### src/design/icache_pkg.sv
package icache_pkg;

    // Cache geometry
    localparam int LINES      = 128;
    localparam int LINE_WORDS = 16;
    localparam int LINE_BYTES = 64;

    // Address field positions
    localparam int OFFSET_LSB = 2;
    localparam int INDEX_LSB  = 6;
    localparam int TAG_LSB    = 13;

    typedef logic [31:0]  addr_t;
    typedef logic [31:0]  word_t;
    typedef logic [18:0]  tag_t;     // addr[31:13]
    typedef logic [6:0]   index_t;   // addr[12:6]
    typedef logic [3:0]   offset_t;  // addr[5:2]
    typedef logic [511:0] line_t;    // Word 0 in the low bits

    typedef enum logic [2:0] {
        IDLE            = 3'b000,
        CACHED_SHAKE    = 3'b001,
        CACHED_WAIT     = 3'b010,
        CACHED_REFILL   = 3'b011,
        UNCACHED_SHAKE  = 3'b101,
        UNCACHED_RETURN = 3'b110
    } ctrl_state_t;

endpackage

### src/design/icache_refill_buffer.sv
`timescale 1ns/1ns

module icache_refill_buffer
    import icache_pkg::*;
(
    input  logic  clk,
    input  logic  rst,
    input  logic  start,
    input  logic  beat,
    input  word_t rdata,
    output line_t line
);

    offset_t cnt;                 // Slot for the next beat
    word_t   words [LINE_WORDS];

    always_ff @(posedge clk) begin
        if (rst) begin
            cnt <= '0;
        end else if (start) begin
            cnt <= '0;
        end else if (beat) begin
            cnt <= cnt + 1'b1;
        end
    end

    always_ff @(posedge clk) begin
        if (rst) begin
            for (int i = 0; i < LINE_WORDS; i++) begin
                words[i] <= '0;
            end
        end else if (beat) begin
            words[cnt] <= rdata;
        end
    end

    // Pack into line layout, word 0 lowest
    always_comb begin
        line = '0;
        for (int i = 0; i < LINE_WORDS; i++) begin
            line[i*$bits(word_t) +: $bits(word_t)] = words[i];
        end
    end

endmodule

### config.mk
export PLATFORM = sky130hd
export DESIGN_NAME = icache_refill_buffer
export DESIGN_NICKNAME = d
export VERILOG_FILES = /design/src/design/icache_pkg.sv /design/src/design/icache_refill_buffer.sv
export SDC_FILE = /design/constraint.sdc
export NUM_CORES = 1
export LEC_CHECK = 0
export BUFFER_PORTS_ARGS = -buffer_cell sky130_fd_sc_hd__clkbuf_2
export CAP_MARGIN = 20
export CORE_AREA = 2 2 212 214
export CTS_BUF_LIST = sky130_fd_sc_hd__clkbuf_4 sky130_fd_sc_hd__clkbuf_8
export DETAILED_ROUTE_END_ITERATION = 7
export DIE_AREA = 0 0 214 216
export PLACE_DENSITY = 0.76
export SETUP_SLACK_MARGIN = 0.5
export SYNTH_ARGS = -nofsm -noshare
export SYNTH_HDL_FRONTEND = slang
export SYNTH_SLANG_ARGS = --single-unit
### constraint.sdc
create_clock -name clk -period 4.9 [get_ports clk]
set_input_delay 0.735 -clock clk [delete_from_list [all_inputs] [get_ports clk]]
set_output_delay 0.735 -clock clk [all_outputs]
set_load 0.05 [all_outputs]
Yosys cells after proc, flatten, opt, wreduce, memory -nomap -nowiden
Memory sizes are Yosys's and may differ from the RTL's.
Index checks and enable logic that the tools add are counted.
W data, S select, Z words.
{"block": "word_totals", "output_inout_bits": 512, "word_cells": 13, "n_memories": 1, "rom_bits": 0, "latch_bits": 0, "input_bits": 36, "register_bits": 4, "mem_bits_rw": 512}
{"block": "op_classes", "n_addsub": 1, "bitwise_logic": 0, "magnitude_cmp": 0, "n_shift": 0, "n_eq_ne": 0, "mul": 0, "reduce_logical": 2, "n_mux": 8, "n_div": 0}
{"name": "words", "depth": 16, "word_bits": 32, "rd": 16, "rd_clocked_by_memory_dff": 0, "write_ports": 16, "line_no": "icache_refill_buffer.sv:15", "text": "word_t words [LINE_WORDS];"}
{"operator": "$mux W32", "count": 1}
{"operator": "$reduce_or A32 Y1", "count": 1}
{"operator": "$mux W1", "count": 6}
{"operator": "$add A4 B1 Y4 const B", "count": 1}
{"operator": "$mux W4", "count": 1}
{"operator": "$reduce_or A2 Y1", "count": 1}

Depth between registers and ports, before layout
{"block": "logic_depth", "ltp_word": 5, "mapped_depth": 6, "depth_no_buf": 4}

Worst setup path after synthesis
Ideal clock, no wire load.
{"block": "synth_path", "path_type": "in2reg", "start": "in rst", "end": "mem words[13][0] (netlist bit), enable pin", "arrival_ns": 3.010, "required_ns": 4.472, "n_path_buf": 4, "setup_time_ns": 0.428, "slack_ns": 1.462, "stages": 6, "cell_sequence": "buf_2 -> nand2b_1 -> buf_2 -> buf_4 -> buf_2 -> o21bai_1"}
{"element": "start: declaration", "line_no": "icache_refill_buffer.sv:7", "text": "input logic rst,"}
{"element": "end: declaration", "line_no": "icache_refill_buffer.sv:15"}

==> flow_summary.ini <==
[outcome]
status = complete, no violations

[run]
cap_viol_max_count = 0

[global_routing]
grt_pass1_wl_mm = 91.90
antenna_found_initial = 1
grt_max_degree = 84
globalRouteTotalUtil_pct = 27.37
grt_pass1_vias = 13650
gr-total-overflow = 0

[setup_path]
crit_arrival_ps = 3280
reg2reg_setup_slack_ps = 1880
r2r-end = words[6][31]
critical_path_class = reg2reg
critPathLaunch = cnt[2]
r2r_start = cnt[2]
endpoint = words[6][31]
cp-end-kind = flip-flop
reg2reg_depth = 2
start_kind = flip-flop
required_ps = 5160
cp_max_fo = 75

[finish]
area_growth_pct = 24.59
nFillCells = 3466
stdcell_count = 2416
antenna_cells = 0
nets = 1805
layout_commonest_cell = clkbuf_2
drive_gt1_share_pct = 44.30
fin_area_mm2 = 0.02472
mostFrequentLayoutCells = clkbuf_2, edfxtp_1, nor3_1
fin_util_pct = 56.39

[clock_tree]
cts_max_level = 3
cts_buffers = 84
cts_tree = built
cts_post_setup_buffers_inserted = 0
clk_pin_slew_worst_paths_ps = 70
postCtsResizedCells = 0
root_buffer = clkbuf_8
cts.path.max_buffers = 3
clkLatencyLatePin_ps = 680
clock-sinks = 516
hold_buffers = 0

[synth]
avgSynthCellArea_um2 = 15.63
syn_inst = 1269
synth_fa_ha_area_share_pct = 0.2523
ys_types = 25
seq_area_frac_synth_pct = 77.90
yosysWarnings = 0
synth_flop_cell = edfxtp_1
yosys.area_share.simple_pct = 16.32
ys_ff_latch = 516
synth_edf_count = 512
synth-xor-area-share_pct = 0.04414
synth.net_count = 1309
synth_compound_area_share_pct = 0.6937
synth_area_mm2 = 0.01984
synth_mux_area_share_pct = 0.1072
async_reset_ff_share_pct = 0
synth_top_family_by_area = simple AND/OR/NAND/NOR gates

[placed_design]
place.gp.congestion = 0.8086
dpl_cell_area_mm2 = 0.02300
pre_cts_slack_ps = 1436
dpl.hpwl_mm = 40.25
dp.cells = 2266
io_buffers = 547

[power_and_ir_drop]
ir_drop_mv = 0.2800
leakage_nw = 9.354
power.density_mw_per_mm2 = 399.0

[sta]
finalCritPeriodShare_pct = 61.69
finalHoldViolations = 0
maxSlewHeadroom_pct = 24.88
timing.final.max_slew_violations = 0
fin_crit_ps = 3023
setup_ws_ps = 1877
worst_pin_slew_ps = 1126
setup_viol = 0
rsz0062_at_grt = no
tns_ps = 0
fmax_mhz = 330.8
clock_skew_ps = 40.64

[routing]
drt-wirelength-per-cell_um = 26.56
drt_first_pass_iters = 6
remaining_drc_errors = 0
drt_iter0_drc = 1737
viasPerCell = 5.748
ant_nets = 0
finalWirelength_mm = 64.18
num_vias = 13890

[die]
dieArea_mm2 = 0.04622
io_pins = 548
floorplan.initialDensity_pct = 45.26
coreArea_mm2 = 0.04384
die_w_um = 214
num_rows = 77
die_h_um = 216

[worst_hold_path]
hold_class = in2reg
power by group:
| part | switching (mW) | internal, mW |
|---|---|---|
| Sequential | 0.0570 | 5.01 |
| Combinational | 0.976 | 0.161 |
| Clock | 1.71 | 1.95 |
| Total | 2.75 | 7.12 |
critical path, stage by stage, from the launching register on:
cell,delay (ps)
dfxtp_4,790
nand2b_4,640
o21bai_4,1090
stage by stage:
stage / power, mW / hold WS, ps
2_1_floorplan: 5.941 / 535.4
3_3_place_gp: 6.261 / 573.9
3_5_place_dp: 6.281 / 579.6
4_1_cts: 9.900 / 216.1
5_1_grt: 10.12 / 267.0
6_report: 9.862 / 293.3
kinds of logic after synthesis:
logic type | after synthesis
AOI/OAI and AO/OA | 18
xor gates and xnor gates | 1
adders and majority gates | 4
buffers and inverters | 199
DFF | 516
muxes | 2
and+or+nand+nor | 529
synthesized netlist by cell type (2+ instances only):
cell        n  area [µm²]
edfxtp_1  512       15370
nor3_1    307        1536
nor4_1    128       800.8
nor3_2     80       800.8
clkbuf_1   72       270.3
buf_2      50       250.2
inv_1      34       127.6
buf_1      26       97.59
o21bai_1   16       120.1
buf_6      15       168.9
nand3b_1    5       37.54
dfxtp_1     4       80.08
ha_1        4       50.05
buf_4       2       15.01
nand2b_1    2       12.51
nand3_1     2       10.01
or3b_4      2       22.52
layout make-up:
type	instances	area (µm²)	area share (%)
clock buffers	112	1391	5.629
clock inverters	33	216.5	0.8757
inverters	34	127.6	0.5163
multi-input cells	554	3684	14.90
flip-flops and latches	516	15460	62.54
well taps	592	740.7	2.997
repair buffers	575	3100	12.54
metal layers:
layer	up-vias	global-route usage (%)	part of all wire (%)
li1	5907	-	-
met1	6782	34.30	36
met2	1055	44.49	49
met3	142	7.174	11
met4	2	13.17	4.0
met5	-	0	0.020
flip-flops by register name, summed over array words and instances, names as in the netlist:
register / flops
cnt: 4
words: 512
worst min-delay path by stage:
stage / startpoint / to / slack [ps] / depth (start not counted)
after floorplan: cnt[1] / cnt[1] / 540 / 2
after global placement: cnt[0] / cnt[0] / 570 / 2
after detailed placement: cnt[1] / cnt[1] / 580 / 2
after CTS: start / cnt[2] / 220 / 2
after global routing: start / cnt[2] / 270 / 2
final: start / cnt[2] / 290 / 2
Note: power is estimated with default switching activity, not from simulation.
