--- src/design/icache_pkg.sv ---
package icache_pkg;

    // Cache geometry
    localparam int LINES      = 128;
    localparam int LINE_WORDS = 16;
    localparam int LINE_BYTES = 64;

    // Address field positions
    localparam int OFFSET_LSB = 2;
    localparam int INDEX_LSB  = 6;
    localparam int TAG_LSB    = 13;

    typedef logic [31:0]  addr_t;
    typedef logic [31:0]  word_t;
    typedef logic [18:0]  tag_t;     // addr[31:13]
    typedef logic [6:0]   index_t;   // addr[12:6]
    typedef logic [3:0]   offset_t;  // addr[5:2]
    typedef logic [511:0] line_t;    // Word 0 in the low bits

    typedef enum logic [2:0] {
        IDLE            = 3'b000,
        CACHED_SHAKE    = 3'b001,
        CACHED_WAIT     = 3'b010,
        CACHED_REFILL   = 3'b011,
        UNCACHED_SHAKE  = 3'b101,
        UNCACHED_RETURN = 3'b110
    } ctrl_state_t;

endpackage

--- src/design/icache_ctrl.sv ---
`timescale 1ns/1ns

module icache_ctrl
    import icache_pkg::*;
(
    input  logic    clk,
    input  logic    rst,

    // Fetch side
    input  logic    ien,
    input  addr_t   iaddr,
    input  logic    uncached,
    input  logic    hit_invalidate,
    input  logic    index_invalidate,
    output logic    inst_ok,
    output logic    inst_ok_1,
    output logic    inst_ok_2,
    output word_t   inst_data_1,
    output word_t   inst_data_2,
    output logic    busy,

    // Memory side
    output addr_t   req_addr,
    output logic    req_en,
    output logic    req_uncached,
    input  logic    req_ok,
    input  word_t   rdata,
    input  logic    rvalid,
    input  logic    rlast,

    // Line memory
    output logic    ram_we,
    output index_t  ram_index,
    output tag_t    ram_tag,
    input  tag_t    rd_tag,
    input  line_t   rd_line,

    // Refill buffer
    output logic    buf_start,
    output logic    buf_beat,
    input  line_t   buf_line
);

    ctrl_state_t      state;
    ctrl_state_t      state_nxt;
    logic [LINES-1:0] valid;

    tag_t    tag;
    index_t  index;
    offset_t offset;
    addr_t   line_addr;

    logic    tag_match;
    logic    hit;
    logic    inval_req;
    logic    clear_valid;
    logic    last_word;

    line_t   pair_src;
    logic    pair_en;

    function automatic word_t pick_word(line_t l, offset_t off);
        return l[off*$bits(word_t) +: $bits(word_t)];
    endfunction

    assign tag    = iaddr[TAG_LSB +: $bits(tag_t)];
    assign index  = iaddr[INDEX_LSB +: $bits(index_t)];
    assign offset = iaddr[OFFSET_LSB +: $bits(offset_t)];

    assign line_addr = iaddr & ~addr_t'(LINE_BYTES - 1);  // Aligned refill address
    assign last_word = &offset;

    assign ram_index = index;
    assign ram_tag   = tag;

    assign tag_match = (rd_tag == tag);
    assign hit       = tag_match && valid[index];

    // Invalidate strobes win over a fetch in idle
    assign inval_req   = (state == IDLE) && ien && (hit_invalidate || index_invalidate);
    assign clear_valid = inval_req && (index_invalidate || (hit_invalidate && tag_match));

    assign ram_we   = (state == CACHED_REFILL);
    assign buf_beat = (state == CACHED_WAIT) && rvalid;
    assign busy     = (state != IDLE);

    always_ff @(posedge clk) begin
        if (rst) begin
            state <= IDLE;
        end else begin
            state <= state_nxt;
        end
    end

    always_ff @(posedge clk) begin
        if (rst) begin
            valid <= '0;
        end else if (state == CACHED_REFILL) begin
            valid[index] <= 1'b1;
        end else if (clear_valid) begin
            valid[index] <= 1'b0;
        end
    end

    // Hit pair comes from the memory, refill pair from the buffer
    assign pair_src = (state == CACHED_REFILL) ? buf_line : rd_line;
    assign pair_en  = (state == CACHED_REFILL)
                   || ((state == IDLE) && ien && !inval_req && !uncached && hit);

    always_comb begin
        state_nxt    = state;
        inst_ok      = 1'b0;
        inst_ok_1    = 1'b0;
        inst_ok_2    = 1'b0;
        inst_data_1  = '0;
        inst_data_2  = '0;
        req_en       = 1'b0;
        req_addr     = '0;
        req_uncached = 1'b0;
        buf_start    = 1'b0;

        if (pair_en) begin
            inst_ok     = 1'b1;
            inst_ok_1   = 1'b1;
            inst_ok_2   = !last_word;
            inst_data_1 = pick_word(pair_src, offset);
            if (!last_word) begin
                inst_data_2 = pick_word(pair_src, offset + 1'b1);
            end
        end

        case (state)
            IDLE: begin
                if (ien && !inval_req) begin
                    if (uncached) begin
                        req_en       = 1'b1;
                        req_addr     = iaddr;
                        req_uncached = 1'b1;
                        state_nxt    = req_ok ? UNCACHED_RETURN : UNCACHED_SHAKE;
                    end else if (!hit) begin
                        req_en    = 1'b1;
                        req_addr  = line_addr;
                        buf_start = req_ok;
                        state_nxt = req_ok ? CACHED_WAIT : CACHED_SHAKE;
                    end
                end
            end
            CACHED_SHAKE: begin
                req_en    = 1'b1;
                req_addr  = line_addr;
                buf_start = req_ok;
                if (req_ok) begin
                    state_nxt = CACHED_WAIT;
                end
            end
            CACHED_WAIT: begin
                if (rvalid && rlast) begin
                    state_nxt = CACHED_REFILL;
                end
            end
            CACHED_REFILL: begin
                state_nxt = IDLE;  // Pair already driven above
            end
            UNCACHED_SHAKE: begin
                req_en       = 1'b1;
                req_addr     = iaddr;
                req_uncached = 1'b1;
                if (req_ok) begin
                    state_nxt = UNCACHED_RETURN;
                end
            end
            UNCACHED_RETURN: begin
                // One instruction per beat
                inst_ok   = rvalid;
                inst_ok_1 = rvalid;
                if (rvalid) begin
                    inst_data_1 = rdata;
                end
                if (rvalid && rlast) begin
                    state_nxt = IDLE;
                end
            end
            default: begin
                state_nxt = IDLE;
            end
        endcase
    end

endmodule

--- config.mk ---
export PLATFORM = sky130hd
export DESIGN_NAME = icache_ctrl
export DESIGN_NICKNAME = d
export VERILOG_FILES = /design/src/design/icache_pkg.sv /design/src/design/icache_ctrl.sv
export SDC_FILE = /design/constraint.sdc
export NUM_CORES = 1
export LEC_CHECK = 0
export BUFFER_PORTS_ARGS = -buffer_cell sky130_fd_sc_hd__clkbuf_2
export CORE_AREA = 2 2 485 487
export CTS_CLUSTER_SIZE = 25
export DETAILED_ROUTE_END_ITERATION = 16
export DIE_AREA = 0 0 487 489
export GPL_ROUTABILITY_DRIVEN = 0
export HOLD_SLACK_MARGIN = 0.03
export PLACE_DENSITY_LB_ADDON = 0.3
export SLEW_MARGIN = 40
export SYNTH_ARGS = -nofsm -noshare
export SYNTH_HDL_FRONTEND = slang
export SYNTH_SLANG_ARGS = --single-unit
--- constraint.sdc ---
create_clock -name clk -period 3.9 [get_ports clk]
set_input_delay 0.39 -clock clk [delete_from_list [all_inputs] [get_ports clk]]
set_output_delay 0.39 -clock clk [all_outputs]
set_load 0.02 [all_outputs]
Yosys cells after proc, flatten, opt, wreduce, memory -nomap -nowiden
Cells that the tools add are included.

operators by class
  add/sub/neg operators = 1
  $mul = 0
  div/mod/pow operators = 0
  $lt $le $gt $ge = 2
  equality and inequality tests = 12
  shift-type cells = 2
  mux-type cells = 40
  bitwise logic cells = 3
  reduce and logical (&&, ||, !) cells = 24

operators with widths
  kind                   count
  $shiftx A512 B10 Y32   2
  $mux W512              1
  $mux W128              2
  $mux W32               8
  $and A128 B128 Y128    1
  $not A128 Y128         1
  $or A128 B128 Y128     1
  $pmux W32 S3           1
  $mux W3                7
  $eq A19 B19 Y1         1
  $pmux W3 S5            1
  $mux W1                13
  $logic_and A1 B1 Y1    12
  $lt A7 B8 Y1 const B   1
  $bmux W1 S7            1
  $demux W1 S7           1
  $ge A7 B1 Y1 const B   1
  $eq A3 B2 Y1 const B   2
  $eq A3 B3 Y1 const B   2
  $ne A2 B2 Y1 const B   3
  $pmux W1 S2            3
  $reduce_and A6 Y1      1
  $add A4 B1 Y4 const B  1
  $mux W2                2
  other kinds (10)       15

storage, ports and cells
  bits in registers = 131
  latch bits = 0
  memory bits (writable) = 0
  memory bits (read-only) = 0
  input port bits = 1116
  logic and storage cells = 86
  memories = 0

Logic depth before layout (Yosys ltp)
Gate-level depths: netlist (run 1).

  depth after elaboration = 11
  gate-level depth with buffers = 13
  depth with buffers taken out = 8

Worst setup path before layout (run 1)
OpenSTA, ideal clock, no wires.

  path type = input to output
  start = input iaddr[6]
  end = output req_addr[6]
  arrival time = 2879 ps
  data required time = 3510 ps
  path slack = 631 ps
  stages on the path = 11
  buffers on the path = 4
  path through = buf_2 buf_2 mux2_2 a222oi_1 o211ai_1 nand4_1 o211ai_1 o21a_1 buf_2 buf_2 o31ai_1

on the way
  longest elaborated chain between the ends = 7

ends and longest elaborated chain
  item                           line                source
  start, declared                icache_ctrl.sv:11   input addr_t iaddr,
  $bmux W1 S7                    icache_ctrl.sv:77   assign hit = tag_match && valid[index];
  $mux W1 (implied by the code)  icache_ctrl.sv:77
  $logic_and A1 B1 Y1            icache_ctrl.sv:77
  $mux W32                       icache_ctrl.sv:140  end else if (!hit) begin
  $mux W32                       icache_ctrl.sv:135  if (uncached) begin
  $mux W32                       icache_ctrl.sv:134  if (ien && !inval_req) begin
  $pmux W32 S3 (*)               icache_ctrl.sv:132  case (state)
  end, declared                  icache_ctrl.sv:23   output addr_t req_addr,

Mark *: on every way between the ends. The rest lies on a longest branch, timed or not. The select of a mux whose other input is x is not followed.

Final worst setup path (run 1)
  start = register state[2]
  end = output inst_data_1[14]

on the way
  longest elaborated chain between the ends = 11
  elaborated cells on any way between the ends = 15

ends and longest elaborated chain
  item                                                line                source
  start, declared                                     icache_ctrl.sv:44   ctrl_state_t state;
  start signal, assigned                              icache_ctrl.sv:91   state <= state_nxt;
  branches (longest 10 deep; another with $mux W512)  n/a
  $mux W32 (*)                                        icache_ctrl.sv:132
  end, declared                                       icache_ctrl.sv:18   output word_t inst_data_1,

Every way passes the cells marked *.

==> impl_metrics.env, run 1 <==
export IMPL_drive_gt1_share_pct=71.3
export IMPL_power_leakage_nw=14.2
export IMPL_fp_dieW_um=487
export IMPL_maxCapViolCount=0
export IMPL_path_max_fanout=6
export IMPL_die_area_mm2=0.238
export IMPL_dr_pass1_iters=5
export IMPL_crit_arrival_ns=3.59
export IMPL_synth_seq_cells=131
export IMPL_ios=1247
export IMPL_max_slew_worst_pin_slew_ns=0.923
export IMPL_clk_path_buf_depth=2
export IMPL_dp_hpwl_mm=242
export IMPL_avgSynthCellArea_um2=12.7
export IMPL_cts_clk_slew_worst_paths_ns=0.06
export IMPL_synth_top_area_share_pct=58.5
export IMPL_r2r_cells=11
export IMPL_routedWlPerCell_um=43.7
export IMPL_fin_setup_tns_ns=-0.368
export IMPL_fin_area_mm2=0.0371
export IMPL_crit_type="flip-flop to primary output"
export IMPL_ir_drop_v=0.000248
export IMPL_antenna_found_initial=360
export IMPL_syn_num_nets=2992
export IMPL_startpoint_type="flip-flop"
export IMPL_grt_max_degree=129
export IMPL_yosysSeqAreaShare_pct=11.0
export IMPL_wirelength_mm=277
export IMPL_wl_met2_mm=132
export IMPL_postPlaceCellArea_mm2=0.0346
export IMPL_crit_start="state[2]"
export IMPL_drtIter0Drc=3904
export IMPL_fin_worst_skew_ns=0.0126
export IMPL_cts_tree="done"
export IMPL_numCtsBuffers=17
export IMPL_clk_latency_ns=0.43
export IMPL_cts_root_buf="clkbuf_16"
export IMPL_period_needed_ns=3.98
export IMPL_synth_edff_count=0
export IMPL_htree_levels=4
export IMPL_initial_core_util_pct=10.2
export IMPL_top_layer="met5"
export IMPL_worstSetupEndpointType="primary output"
export IMPL_yosysTopAreaCell="mux4_2"
export IMPL_yosysUniqueCellTypes=53
export IMPL_setup_viol=10
export IMPL_met3WireLength_mm=31.1
export IMPL_post_route_util_pct=15.9
export IMPL_grt_pass1_vias=28300
export IMPL_rsz0062_at_grt="true"
export IMPL_cp_data_required_time_ns=3.51
export IMPL_vias=29800
export IMPL_syn_area_mm2=0.0238
export IMPL_hold_depth=3
export IMPL_ant_nets=0
export IMPL_synth_cells=1875
export IMPL_wl_met1_mm=93.6
export IMPL_hold_path_end="state[1]"
export IMPL_violations="setup timing"
export IMPL_maxSlewHeadroom_pct=38.3
export IMPL_core_area_mm2=0.234
export IMPL_worstHoldPathType="input pin to flip-flop"
export IMPL_fmax_mhz=252
export IMPL_slew_viol_final=0
export IMPL_r2r_start="state[2]"
export IMPL_pre_cts_ws_ns=-0.0915
export IMPL_synthArstFlopShare_pct=0
export IMPL_power_density_mw_per_mm2=218
export IMPL_status="complete, but fails checks"
export IMPL_r2r_slack_ns=1.06
export IMPL_hp_start="req_ok"
export IMPL_rows=178
export IMPL_fin_ws_ns=-0.0759
export IMPL_grt_first_pass_wirelength_mm=336
export IMPL_whs_ns=0.254
export IMPL_synthTopCellsByArea="mux4_2, dfxtp_1, o311ai_0"
export IMPL_die_y_um=489
export IMPL_synthFlopType="dfxtp_1"
export IMPL_port_buffers=1246
export IMPL_final_nets=4224
export IMPL_grt_util_all_layers_pct=22.1
export IMPL_synthToLayoutAreaGrowth_pct=56.0
export IMPL_fin_crit_sh_pct=102
export IMPL_finalHoldViolations=0
export IMPL_ys_warn_count=0
export IMPL_grt_overflow=0
export IMPL_via_per_inst=4.72
export IMPL_drc=0
export IMPL_clock_sinks=131
timing repair:
action,CTS,global route
setup buffers,34,25
resized for setup,84,64
hold buffers,0,0
setup endpoints to repair,44,49
pin swaps,0,2
cloned,3,10
cells in the final DEF (no fill, tap or decap), types with 27 or more instances in the layout:
| master | netlist | final |
|---|---|---|
| diode_2 | 0 | 143 |
| mux2i_1 | 99 | 87 |
| o21ai_0 | 160 | 159 |
| clkbuf_2 | 1 | 1221 |
| a22oi_1 | 35 | 35 |
| buf_4 | 28 | 169 |
| o311ai_0 | 128 | 128 |
| a31o_1 | 30 | 27 |
| a22o_1 | 32 | 32 |
| mux4_2 | 617 | 617 |
| dfxtp_1 | 131 | 128 |
| nand2_1 | 91 | 85 |
| a21oi_1 | 39 | 38 |
| buf_12 | 0 | 56 |
synthesized netlist by cell type (3+ instances only):
cell      count
dfxtp_1     131
a21oi_1      39
mux2_2       19
a22oi_1      35
nand2b_1      4
nand2_1      91
inv_1         8
o21bai_1      3
clkbuf_1    176
a22o_1       32
o21ai_0     160
nand3_1       8
o31ai_1       4
a31o_1       30
nor2b_1      11
o22a_1        3
a31oi_1       3
buf_6        13
a221oi_1     24
and2_1       14
buf_2        57
o311ai_0    128
mux4_2      617
xor2_1        5
nor3_1        8
nand4_1       7
o21a_1       32
xnor2_1      16
nor2_1       21
buf_1        19
mux2i_1      99
o211ai_1      3
buf_4        28
where the power goes:
part	switching (mW)	internal, mW	leakage [nW]
Sequential	0.00652	1.35	1.06
Combinational	2.61	2.44	12.8
Clock	0.664	1.02	0.290
critical path: stages, from the launching register on:
cell and delay (ns):
dfxtp_2 0.33, nand3b_4 0.19, buf_12 0.16, inv_16 0.06
buf_12 0.13, buf_16 0.13, buf_12 0.12, buf_16 0.12
buf_12 0.13, mux4_2 0.52, mux4_2 0.48, o21a_1 0.21
a22o_1 0.18, a31o_1 0.20, clkbuf_8 0.15
stage by stage:
stage	cells	power, mW
4_1_cts	6145	7.96
6_report	6323	8.09
3_5_place_dp	6077	6.13
3_3_place_gp	6077	6.09
5_1_grt	6277	8.37
2_1_floorplan	1875	3.90
worst max path at each step:
stage	to	cells after the start
floorplan	req_addr[6]	11
global route	inst_data_1[14]	14
global placement	inst_data_2[27]	10
detailed placement	inst_data_2[0]	10
finish	inst_data_1[14]	14
CTS	inst_data_1[14]	14
per-layer routing:
metal  GRT usage (%)  vias up
met1            23.4    15100
met4            11.4      154
li1                -    11000
met3            9.25      825
met5           0.503        -
met2            37.3     2732
final cells by class:
cell class	instances	area (um2)
Fill cell	26200	197000
Timing Repair Buffer	1507	9540
Clock inverter	13	159
Multi-Input combinational cell	1441	20000
Inverter	9	57.6
Tap cell	3060	3830
Antenna cell	143	358
Clock buffer	19	443
Sequential cell	131	2630
kinds of logic (layout without fill, tap and decap cells):
kind of cell | after synthesis | count (layout) | synth area share [%]
muxes | 735 | 735 | 63.6
AOI/OAI and AO/OA | 512 | 512 | 15.3
buffers and inverters | 303 | 1548 | 5.95
and+or+nand+nor | 172 | 172 | 3.36
DFF | 131 | 131 | 11.0
xor gates and xnor gates | 21 | 21 | 0.774
adders and majority gates | 1 | 1 | 0.0527
other | 0 | 143 | 0
Note: power is estimated with default switching activity, not from simulation.
==> inputs of run 2 (changes only) <==
--- a/config.mk
+++ b/config.mk
@@ -6,10 +6,10 @@
 export NUM_CORES = 1
 export LEC_CHECK = 0
 export BUFFER_PORTS_ARGS = -buffer_cell sky130_fd_sc_hd__clkbuf_2
-export CORE_AREA = 2 2 485 487
+export CORE_AREA = 2 2 483 485
 export CTS_CLUSTER_SIZE = 25
 export DETAILED_ROUTE_END_ITERATION = 16
-export DIE_AREA = 0 0 487 489
+export DIE_AREA = 0 0 485 487
 export GPL_ROUTABILITY_DRIVEN = 0
 export HOLD_SLACK_MARGIN = 0.03
 export PLACE_DENSITY_LB_ADDON = 0.3
==> run 2 against run 1 <==
Compared with the run above:
- the run now ends clean
- critical path depth is 3 lower
- routed wire length fell by 3.2%
- design area decreased by 2.1%
- sequential share of layout area grew 0.15 points
- clock-buffer cell count unchanged
- via count decreased by 0.57%
==> impl_metrics.env, run 2 (same netlist as run 1, synthesis figures left out) <==
export IMPL_status="finished clean"
export IMPL_drtIter0Drc=3540
export IMPL_cp_data_required_time_ns=3.51
export IMPL_final_nets=4193
export IMPL_crit_type="flip-flop to primary output"
export IMPL_die_y_um=487
export IMPL_worstHoldPathType="input pin to flip-flop"
export IMPL_clock_sinks=131
export IMPL_worstSetupEndpointType="primary output"
export IMPL_finalHoldViolations=0
export IMPL_r2r_cells=8
export IMPL_maxCapViolCount=0
export IMPL_layoutNonFillerInstCount=6297
export IMPL_die_area_mm2=0.236
export IMPL_critical_path_cell_chain="nand3b_4 -> buf_12 -> clkinv_16 -> buf_16 -> buf_4 -> mux4_2 -> mux4_2 -> o21a_1 -> a22o_1 -> a31o_1 -> clkbuf_2"
export IMPL_layout_common_cells="clkbuf_2, mux4_2, buf_4"
export IMPL_setup_viol=0
export IMPL_fmax_mhz=261
export IMPL_initial_core_util_pct=10.3
export IMPL_max_slew_worst_pin_slew_ns=0.867
export IMPL_drive_gt1_share_pct=70.5
export IMPL_maxSlewHeadroom_pct=40.6
export IMPL_cts_root_buf="clkbuf_16"
export IMPL_r2r_end="state[0]"
export IMPL_total_power_mw=7.88
export IMPL_grt_max_degree=129
export IMPL_cts_hold_buf=0
export IMPL_critical_path_top_delay_family="multiplexers"
export IMPL_startpoint_type="flip-flop"
export IMPL_antenna_found_initial=355
export IMPL_slew_viol_final=0
export IMPL_fin_worst_skew_ns=0.00799
export IMPL_period_needed_ns=3.83
export IMPL_grt_pass1_vias=28200
export IMPL_drc=0
export IMPL_grt_util_all_layers_pct=21.6
export IMPL_ir_drop_v=0.000307
export IMPL_ios=1247
export IMPL_dr_pass1_iters=5
export IMPL_dp_cells=6056
export IMPL_vias=29700
export IMPL_layout_commonest_cell="clkbuf_2"
export IMPL_grt_first_pass_wirelength_mm=330
export IMPL_critPathMaxStageDelay_ns=0.54
export IMPL_worst_path_buf_inv=5
export IMPL_nFillCells=26000
export IMPL_fin_crit_sh_pct=98.1
export IMPL_fp_dieW_um=485
export IMPL_crit_arrival_ns=3.44
export IMPL_rows=177
export IMPL_power_density_mw_per_mm2=217
export IMPL_hold_path_end="state[1]"
export IMPL_hold_depth=3
export IMPL_power_leakage_nw=13.8
export IMPL_synthToLayoutAreaGrowth_pct=52.7
export IMPL_post_route_util_pct=15.7
export IMPL_cts_clk_slew_worst_paths_ns=0.06
export IMPL_port_buffers=1246
export IMPL_hp_start="req_ok"
export IMPL_crit_slowest_cell="mux4_2"
export IMPL_cpMostUsedCell="mux4_2"
export IMPL_via_per_inst=4.71
export IMPL_dp_hpwl_mm=237
export IMPL_htree_levels=4
export IMPL_path_max_fanout=11
export IMPL_clk_latency_ns=0.43
export IMPL_cts_tree="done"
export IMPL_rsz0062_at_grt="true"
export IMPL_numCtsBuffers=17
export IMPL_ant_nets=0
export IMPL_wirelength_mm=268
export IMPL_whs_ns=0.256
export IMPL_routedWlPerCell_um=42.5
export IMPL_r2r_slack_ns=1.64
export IMPL_grt_overflow=0
export IMPL_crit_start="state[2]"
export IMPL_core_area_mm2=0.231
export IMPL_clk_path_buf_depth=2
run 2: cell types whose count changed in the layout (fill, tap and decap cells not counted), moves of 5 or more:
cell,previous run,this run
mux2i_4,8,1
diode_2,143,165
mux2i_1,87,95
o21a_1,19,24
clkbuf_16,25,19
buf_6,21,6
buf_4,169,175
clkbuf_2,1221,1236
buf_12,56,39
buf_2,5,0
run 2: power breakdown:
part	total [mW]	switching (mW)	internal (mW)
combinational	4.71	2.43	2.28
sequential	1.35	0.00642	1.35
clock	1.81	0.665	1.15
run 2: routing by layer:
layer | vias to the layer above | GRT usage, % | share of wire, %
li1 | 11000 | - | -
met1 | 15000 | 23.4 | 34
met2 | 2737 | 34.2 | 46
met3 | 774 | 9.69 | 12
met4 | 156 | 13.6 | 7.4
met5 | - | 1.90 | 0.44
run 2: worst max path at each step:
stage | slack (ns) | depth (start not counted) | to
2_1_floorplan | 0.63 | 11 | req_addr[6]
3_5_place_dp | -0.06 | 12 | inst_data_2[31]
6_report | 0.07 | 11 | inst_data_1[0]
5_1_grt | -0.01 | 10 | inst_data_1[31]
3_3_place_gp | -0.49 | 10 | inst_data_2[0]
4_1_cts | 0.003 | 11 | inst_data_1[20]
run 2: cell type report:
type                    count  area (um2)  share of cell area, %
repair inverters            1        8.76                 0.0241
clock inverters            13         208                  0.572
inverters                   9        65.1                  0.179
multi-input cells        1441       19900                   54.8
well taps                3043        3810                   10.5
flip-flops and latches    131        2630                   7.24
clock buffers              19         443                   1.22
diodes                    165         413                   1.14
repair buffers           1475        8810                   24.3
run 2: what timing repair did:
item                                    4_1_cts  5_1_grt
setup buffers                                11       27
endpoints found under the setup margin       38       31
gates cloned                                  3        2
resized for setup                            13       28
pin swaps                                     1        0
run 2: per-stage QoR:
step                      TNS (ns)  worst slack, ns  instance area [um2]
after floorplan                  0            0.631                23800
after global placement      -0.639           -0.494                34600
after detailed placement   -0.0928          -0.0580                34600
after CTS                        0          0.00338                35500
after global routing       -0.0122          -0.0103                36200
final                            0           0.0724                36300
run 2: worst min-delay path: stages:
cell,delay (ns)
clkbuf_2,0.12
nand3_1,0.07
o21ai_0,0.06
